## src/design/uart_bridge_pkg.sv

```systemverilog
package uart_bridge_pkg;

  // Command and byte sizes.
  localparam int CMD_WIDTH  = 16;
  localparam int BYTE_WIDTH = CMD_WIDTH / 2;

  // Start, eight data bits, odd parity, stop.
  localparam int FRAME_BITS = 11;

  // 50 MHz clock at 115200 baud.
  localparam int BAUD_DIV = 434;

  // High byte goes out first.
  typedef struct packed {
    logic [BYTE_WIDTH-1:0] hi_byte;
    logic [BYTE_WIDTH-1:0] lo_byte;
  } cmd_word_t;

  // One received frame with its error flags.
  typedef struct packed {
    logic [BYTE_WIDTH-1:0] data;
    logic                  parity_err;
    logic                  frame_err;
  } rx_word_t;

endpackage

```

## src/design/cmd_serializer.sv

```systemverilog
`timescale 1ns/1ps

module cmd_serializer (
  input  logic                                   clk,
  input  logic                                   rst_n,
  input  uart_bridge_pkg::cmd_word_t             cmd_in,
  input  logic                                   cmd_vld,
  output logic                                   cmd_rdy,
  input  logic                                   byte_done,
  output logic                                   byte_start,
  output logic [uart_bridge_pkg::BYTE_WIDTH-1:0] tx_byte
);

  import uart_bridge_pkg::*;

  typedef enum logic [2:0] {
    S_IDLE,
    S_SEND_HI,
    S_WAIT_HI,
    S_SEND_LO,
    S_WAIT_LO
  } state_t;

  state_t    state;
  state_t    state_nxt;
  cmd_word_t cmd_reg;

  always_comb begin
    state_nxt = state;
    case (state)
      S_IDLE: begin
        if (cmd_vld) begin
          state_nxt = S_SEND_HI;
        end
      end
      S_SEND_HI: state_nxt = S_WAIT_HI;
      S_WAIT_HI: begin
        if (byte_done) begin
          state_nxt = S_SEND_LO;
        end
      end
      S_SEND_LO: state_nxt = S_WAIT_LO;
      S_WAIT_LO: begin
        if (byte_done) begin
          state_nxt = S_IDLE;
        end
      end
      default: state_nxt = S_IDLE;
    endcase
  end

  always_ff @(posedge clk or negedge rst_n) begin
    if (!rst_n) begin
      state <= S_IDLE;
    end else begin
      state <= state_nxt;
    end
  end

  // Command is captured only on the accepting edge.
  always_ff @(posedge clk) begin
    if (cmd_vld && cmd_rdy) begin
      cmd_reg <= cmd_in;
    end
  end

  assign cmd_rdy    = (state == S_IDLE);
  assign byte_start = (state == S_SEND_HI) || (state == S_SEND_LO);

  // Held stable while the transmitter works on the frame.
  assign tx_byte = (state == S_SEND_HI || state == S_WAIT_HI) ? cmd_reg.hi_byte
                                                              : cmd_reg.lo_byte;

endmodule

```

## src/design/uart_tx.sv

```systemverilog
`timescale 1ns/1ps

module uart_tx (
  input  logic                                   clk,
  input  logic                                   rst_n,
  input  logic                                   byte_start,
  input  logic [uart_bridge_pkg::BYTE_WIDTH-1:0] tx_byte,
  output logic                                   byte_done,
  output logic                                   tx
);

  import uart_bridge_pkg::*;

  logic                          busy;
  logic [FRAME_BITS-1:0]         shreg;
  logic [$clog2(BAUD_DIV)-1:0]   baud_cnt;
  logic [$clog2(FRAME_BITS)-1:0] bit_cnt;
  logic                          bit_end;
  logic                          frame_end;

  assign bit_end   = (baud_cnt == $clog2(BAUD_DIV)'(BAUD_DIV - 1));
  assign frame_end = bit_end && (bit_cnt == $clog2(FRAME_BITS)'(FRAME_BITS - 1));

  always_ff @(posedge clk or negedge rst_n) begin
    if (!rst_n) begin
      busy <= 1'b0;
    end else if (!busy && byte_start) begin
      busy <= 1'b1;
    end else if (frame_end) begin
      busy <= 1'b0;
    end
  end

  // Baud and bit counters run only during a frame.
  always_ff @(posedge clk or negedge rst_n) begin
    if (!rst_n) begin
      baud_cnt <= '0;
      bit_cnt  <= '0;
    end else if (!busy) begin
      baud_cnt <= '0;
      bit_cnt  <= '0;
    end else if (bit_end) begin
      baud_cnt <= '0;
      bit_cnt  <= bit_cnt + 1'b1;
    end else begin
      baud_cnt <= baud_cnt + 1'b1;
    end
  end

  // Frame is stop, parity, data MSB..LSB, start; bit 0 leaves first.
  always_ff @(posedge clk) begin
    if (!busy && byte_start) begin
      shreg <= {1'b1, ~^tx_byte, tx_byte, 1'b0};
    end else if (busy && bit_end) begin
      shreg <= {1'b1, shreg[FRAME_BITS-1:1]};
    end
  end

  // Line is registered, so it trails the shift register by one cycle.
  always_ff @(posedge clk or negedge rst_n) begin
    if (!rst_n) begin
      tx <= 1'b1;
    end else begin
      tx <= busy ? shreg[0] : 1'b1;
    end
  end

  // Lands in the last cycle of the stop bit on the line.
  always_ff @(posedge clk or negedge rst_n) begin
    if (!rst_n) begin
      byte_done <= 1'b0;
    end else begin
      byte_done <= busy && frame_end;
    end
  end

endmodule

```

## src/design/uart_rx.sv

```systemverilog
`timescale 1ns/1ps

module uart_rx (
  input  logic                      clk,
  input  logic                      rst_n,
  input  logic                      rx,
  output logic                      read_rdy,
  output uart_bridge_pkg::rx_word_t read_data
);

  import uart_bridge_pkg::*;

  typedef enum logic [1:0] {
    R_IDLE,
    R_START,
    R_BITS,
    R_WAIT_HIGH
  } rx_state_t;

  rx_state_t                     state;
  logic                          rx_meta;
  logic                          rx_sync;
  logic [$clog2(BAUD_DIV)-1:0]   baud_cnt;
  logic [$clog2(FRAME_BITS)-1:0] bit_idx;
  logic [BYTE_WIDTH:0]           rx_shift;
  logic                          half_bit;
  logic                          full_bit;
  logic                          stop_bit;

  // Two-stage synchronizer, idle high.
  always_ff @(posedge clk or negedge rst_n) begin
    if (!rst_n) begin
      rx_meta <= 1'b1;
      rx_sync <= 1'b1;
    end else begin
      rx_meta <= rx;
      rx_sync <= rx_meta;
    end
  end

  assign half_bit = (baud_cnt == $clog2(BAUD_DIV)'(BAUD_DIV / 2 - 1));
  assign full_bit = (baud_cnt == $clog2(BAUD_DIV)'(BAUD_DIV - 1));

  // Data and parity come first, the stop bit is the last sample.
  assign stop_bit = (bit_idx == $clog2(FRAME_BITS)'(FRAME_BITS - 2));

  always_ff @(posedge clk or negedge rst_n) begin
    if (!rst_n) begin
      state    <= R_IDLE;
      baud_cnt <= '0;
      bit_idx  <= '0;
    end else begin
      case (state)
        R_IDLE: begin
          baud_cnt <= '0;
          bit_idx  <= '0;
          if (!rx_sync) begin
            state <= R_START;
          end
        end
        R_START: begin
          if (half_bit) begin
            baud_cnt <= '0;
            // A short glitch is dropped here.
            state <= rx_sync ? R_IDLE : R_BITS;
          end else begin
            baud_cnt <= baud_cnt + 1'b1;
          end
        end
        R_BITS: begin
          if (full_bit) begin
            baud_cnt <= '0;
            bit_idx  <= bit_idx + 1'b1;
            if (stop_bit) begin
              state <= rx_sync ? R_IDLE : R_WAIT_HIGH;
            end
          end else begin
            baud_cnt <= baud_cnt + 1'b1;
          end
        end
        R_WAIT_HIGH: begin
          if (rx_sync) begin
            state <= R_IDLE;
          end
        end
        default: state <= R_IDLE;
      endcase
    end
  end

  // LSB arrives first and ends up in bit 0, parity on top.
  always_ff @(posedge clk) begin
    if (state == R_BITS && full_bit && !stop_bit) begin
      rx_shift <= {rx_sync, rx_shift[BYTE_WIDTH:1]};
    end
  end

  always_ff @(posedge clk or negedge rst_n) begin
    if (!rst_n) begin
      read_rdy  <= 1'b0;
      read_data <= '0;
    end else begin
      read_rdy <= 1'b0;
      if (state == R_BITS && full_bit && stop_bit) begin
        read_rdy             <= 1'b1;
        read_data.data       <= rx_shift[BYTE_WIDTH-1:0];
        // Odd parity: an even ones count is an error.
        read_data.parity_err <= ~^rx_shift;
        read_data.frame_err  <= ~rx_sync;
      end
    end
  end

endmodule

```

## src/design/uart_bridge.sv

```systemverilog
`timescale 1ns/1ps

module uart_bridge (
  input  logic                       clk,
  input  logic                       rst_n,
  input  uart_bridge_pkg::cmd_word_t cmd_in,
  input  logic                       cmd_vld,
  output logic                       cmd_rdy,
  input  logic                       rx,
  output logic                       tx,
  output logic                       read_rdy,
  output uart_bridge_pkg::rx_word_t  read_data
);

  import uart_bridge_pkg::*;

  logic                  byte_start;
  logic                  byte_done;
  logic [BYTE_WIDTH-1:0] tx_byte;

  // Splits each command into two bytes, high first.
  cmd_serializer u_cmd_serializer (
    .clk        (clk),
    .rst_n      (rst_n),
    .cmd_in     (cmd_in),
    .cmd_vld    (cmd_vld),
    .cmd_rdy    (cmd_rdy),
    .byte_done  (byte_done),
    .byte_start (byte_start),
    .tx_byte    (tx_byte)
  );

  uart_tx u_uart_tx (
    .clk        (clk),
    .rst_n      (rst_n),
    .byte_start (byte_start),
    .tx_byte    (tx_byte),
    .byte_done  (byte_done),
    .tx         (tx)
  );

  uart_rx u_uart_rx (
    .clk       (clk),
    .rst_n     (rst_n),
    .rx        (rx),
    .read_rdy  (read_rdy),
    .read_data (read_data)
  );

endmodule

```

## config.mk

```make
export PLATFORM = sky130hd
export DESIGN_NAME = uart_bridge
export DESIGN_NICKNAME = d
export VERILOG_FILES = /design/src/design/uart_bridge_pkg.sv /design/src/design/cmd_serializer.sv /design/src/design/uart_tx.sv /design/src/design/uart_rx.sv /design/src/design/uart_bridge.sv
export SDC_FILE = /design/constraint.sdc
export NUM_CORES = 1
export LEC_CHECK = 0
export BUFFER_PORTS_ARGS = -buffer_cell sky130_fd_sc_hd__buf_2
export CELL_PAD_IN_SITES_DETAIL_PLACEMENT = 0
export CELL_PAD_IN_SITES_GLOBAL_PLACEMENT = 1
export CORE_MARGIN = 2
export CORE_UTILIZATION = 32
export DETAILED_ROUTE_END_ITERATION = 10
export GPL_TIMING_DRIVEN = 0
export PLACE_DENSITY = 0.62
export SLEW_MARGIN = 15
export SYNTH_ARGS = -nofsm -noshare
export SYNTH_HDL_FRONTEND = slang
export SYNTH_SLANG_ARGS = --single-unit
```

## constraint.sdc

```tcl
create_clock -name clk -period 6.3 [get_ports clk]
set_clock_uncertainty 0.15 [all_clocks]
set_input_delay 1.26 -clock clk [delete_from_list [all_inputs] [get_ports clk]]
set_output_delay 1.26 -clock clk [all_outputs]
set_load 0.01 [all_outputs]
```

==> results.md <==
Die:
- Once the floorplan was initialized, standard cells occupied between 30% and 40% of the core.
- The die covers ~13000 µm².
- The die height is roughly 110 µm.
- The core region is ~11000 µm².
- The total number of placement rows is 39.
- The total I/O pin count is 33.
- Measured along the x axis, the die boundary spans 113 µm.

Place:
- The wire-length estimate of the detail-placed layout is around 4600 µm.
- The number of placed instances with taps included is between 400 and 500.
- The global placement routability congestion is 0.710.
- The count of input and output buffers is 32.
- In this run the cell area measured after placement is a little over 4000 µm².
- Timing analysis after detailed placement gives a worst setup slack of around 3.8 ns.

Drt:
- The violation count after the first detailed-routing iteration is 71.
- The final wirelength is 6620 µm.
- In the routed layout, each cell is associated on average with a via count of around 4.6.
- Detailed routing inserted a total of 2221 vias.
- In the routed design, unresolved DRC markers number 0.
- The first detailed-routing pass ran for 4 iterations.
- Once detail routing completed, the nets flagged for antenna violations numbered 0.
- The final routed wire length divided by cell count is between 10 and 15 µm.

STA:
- The transition at the pin with the smallest max-transition slack is roughly 0.73 ns.
- In this run the tightest slew margin relative to its limit is about half.
- Setup total negative slack on the finished layout was measured at 0 ns.
- Setup repair after global routing left no endpoint under its margin.
- The share of the clock period used by the worst path after layout is between 40 and 50%.
- The final count of pins violating max slew is 0.
- The tightest hold margin is a little over 0.2 ns.
- The total of endpoints with negative setup slack in the final report is 0.
- The least setup slack across all paths after layout is roughly 3.7 ns.
- The highest attainable clock frequency is 0.388 GHz.
- The minimum period implied by the final worst setup slack is around 2.6 ns.
- The final hold violation count is 0.

Pwr:
- Dividing total power by cell area gives a power density of 321 nW/µm².
- The static power due to leakage is 1.92 nW.
- Overall power consumption after layout is estimated at between 1 and 1.5 mW.
- The maximum ir drop on the vdd rail is roughly 0.23 mV.

Logic synthesis:
- The leading area contributor after synthesis is sky130_fd_sc_hd__dfrtp_1.
- For this run, the leading register cell type out of synthesis is sky130_fd_sc_hd__dfrtp_1.
- The distinct cell type count of the synthesized netlist is 42.
- Sorting the synthesized cells by area gives the leading types as sky130_fd_sc_hd__dfrtp_1 29%, sky130_fd_sc_hd__edfxtp_1 27%, sky130_fd_sc_hd__xnor2_1 6.9%.
- The average cell area after synthesis is approximately 13 µm².
- Counting flops and latches in the post-synthesis netlist gives a little over 80.
- The sequential-to-total area share from yosys stat is about three fifths.
- The top-area cell type share of the netlist area is between 20% and 30%.
- The post-synthesis net count is 330.
- For this run, the number of Yosys warnings is 0.
- The cell count after synthesis came out at about 300.
- Counting flops with a built-in enable in the synthesized netlist gives 34.
- The cell area that synthesis handed to floorplanning was about 3800 µm².
- The fraction of synthesis flops using an asynchronous set or reset pin is between 50% and 60%.

Finish:
- The finished cells cover ~4400 µm².
- The commonest non-fill, non-tap cell in the layout is sky130_fd_sc_hd__dfrtp_1.
- The finished layout holds between 400 and 500 standard cells, fillers aside.
- The repair_antennas step left the layout with diodes totalling 0.
- In the final layout, the share of cells above drive strength 1 is 22.7%.
- The core occupancy in the finished layout is 38.2%.
- In the layout the commonest cells are 44 x sky130_fd_sc_hd__dfrtp_1, 34 x sky130_fd_sc_hd__edfxtp_1, 31 x sky130_fd_sc_hd__buf_2.
- The flip-flop count of the largest register, all copies and words added is 16.
- The number of nets in the final layout is between 300 and 400.
- The layout-stage area growth over the synthesis result is 15.9%.

Worst setup path:
- The data required time of the worst path is approximately 4.9 ns.
- The master of the slowest instance on the critical path is sky130_fd_sc_hd__dfrtp_1.
- The critical path is of the register to output pin type.
- In this run the worst path has a maximum fanout of 6.
- The signal on the critical path passes through nor3_1 -> buf_2.
- The type of origin of the critical path is a register.
- STA classifies the critical path endpoint as an output pin.
- The dominant delay contributor by cell family on the critical path is flip-flops.
- The buffer and inverter count on the worst path is 1.
- The data arrival time of the critical path is 1.17 ns.
- In this design, the stage delay of the slowest critical-path cell is 0.44 ns.

Clock tree:
- In this run, post-CTS hold repair placed 0 buffers.
- The worst-skew pair later-pin latency is about 0.33 ns.
- The deepest clock path buffer count is 2.
- Clock-pin slew was measured on the worst setup and hold paths at 0.06 ns.
- The buffer count from post-CTS setup fixing is 0.
- The total CTS buffers is 9.
- The clock tree synthesis step divided the H-tree into 3 levels.
- TritonCTS built the clock tree.
- In this run the clock root is driven by a sky130_fd_sc_hd__clkbuf_16.
- The number of gates given a new drive strength after cts is 0.
- The TritonCTS sink count is 82.

Job:
- Across the run, the number of max-cap violations was 0.

Global route:
- The initial antenna violation count was 0.
- The total overflow reported by the global router is 0.
- Entering global routing, the biggest net connects 48 pins.
- The total routing usage reported by global routing is about 11%.
- The first global-routing pass estimated 11300 µm of wire.
- The via count of the first global-routing pass came to around 2300.

Run status:
- The run finished with clean final reports.

Hold path:
- The kind of path behind the tightest hold check is register to register.
-- worst paths after layout --
path                                            from                   endpoint  slack, ns  cells past startpoint
max                        u_cmd_serializer.state[0]                    cmd_rdy       3.72                      2
min                                u_uart_rx.rx_meta          u_uart_rx.rx_sync       0.21                      0
max reg2reg                           u_uart_tx.busy         u_uart_tx.shreg[8]       3.97                      4
min reg2reg                        u_uart_rx.rx_meta          u_uart_rx.rx_sync       0.21                      0
max in group asynchronous                      rst_n      u_uart_rx.baud_cnt[6]       4.78                      1
min in group asynchronous                      rst_n  u_cmd_serializer.state[0]       0.79                      1
-- area by class of cell --
type,instances,area [µm²]
Tap cell,143,179
Sequential cell,82,2220
Fill cell,1133,7080
Buffer,7,41.3
Multi-Input combinational cell,198,1490
Clock buffer,9,225
Clock inverter,7,36.3
Timing Repair Buffer,32,163
Inverter,9,33.8
-- power by group --
| group | internal [mW] | leakage (nW) | switching, mW | total [mW] |
|---|---|---|---|---|
| clock | 0.262 | 0.132 | 0.201 | 0.463 |
| sequential | 0.626 | 0.938 | 0.0460 | 0.672 |
| combinational | 0.122 | 0.849 | 0.150 | 0.272 |
-- worst reg2reg max path: stages, from the launching register on --
cell	delay (ns)
sky130_fd_sc_hd__dfrtp_1	0.36
sky130_fd_sc_hd__clkbuf_1	0.21
sky130_fd_sc_hd__or3b_2	0.53
sky130_fd_sc_hd__clkbuf_1	0.32
sky130_fd_sc_hd__nand2_1	0.43
-- Yosys cell counts, types with 3 or more instances --
master	count
sky130_fd_sc_hd__dfrtp_1	44
sky130_fd_sc_hd__edfxtp_1	34
sky130_fd_sc_hd__xnor2_1	30
sky130_fd_sc_hd__nand2_1	27
sky130_fd_sc_hd__nor2_1	17
sky130_fd_sc_hd__ha_1	14
sky130_fd_sc_hd__mux2i_1	12
sky130_fd_sc_hd__and2_1	11
sky130_fd_sc_hd__mux2_2	10
sky130_fd_sc_hd__xor2_1	10
sky130_fd_sc_hd__inv_1	9
sky130_fd_sc_hd__o21ai_2	8
sky130_fd_sc_hd__nand3_1	7
sky130_fd_sc_hd__and3_1	5
sky130_fd_sc_hd__o21ai_0	5
sky130_fd_sc_hd__a21o_1	4
sky130_fd_sc_hd__a21oi_1	4
sky130_fd_sc_hd__clkbuf_1	4
sky130_fd_sc_hd__nand2b_1	4
sky130_fd_sc_hd__nor4bb_1	4
sky130_fd_sc_hd__a22o_1	3
sky130_fd_sc_hd__dfstp_2	3
sky130_fd_sc_hd__nor3_1	3
-- cell families (layout without fill, tap and decap cells) --
| kind of cell | after synthesis | in the layout | synth area share (%) |
|---|---|---|---|
| xor gates and xnor gates | 40 | 40 | 9.27 |
| adders and majority gates | 14 | 14 | 4.63 |
| DFF | 82 | 82 | 58.7 |
| buffers and inverters | 16 | 64 | 1.99 |
| muxes | 22 | 22 | 6.16 |
| and+or+nand+nor | 93 | 93 | 13.4 |
| AOI/OAI and AO/OA | 29 | 29 | 5.79 |
-- metal layers --
metal / track usage (%) / routed length (µm) / vias up
met5: 0 / 0 / -
met4: 2.93 / 68 / 0
met3: 4.28 / 256 / 8
met2: 17.8 / 3070 / 28
met1: 14.7 / 3230 / 1072
li1: - / - / 1113
(Power assumes the default switching activity.)
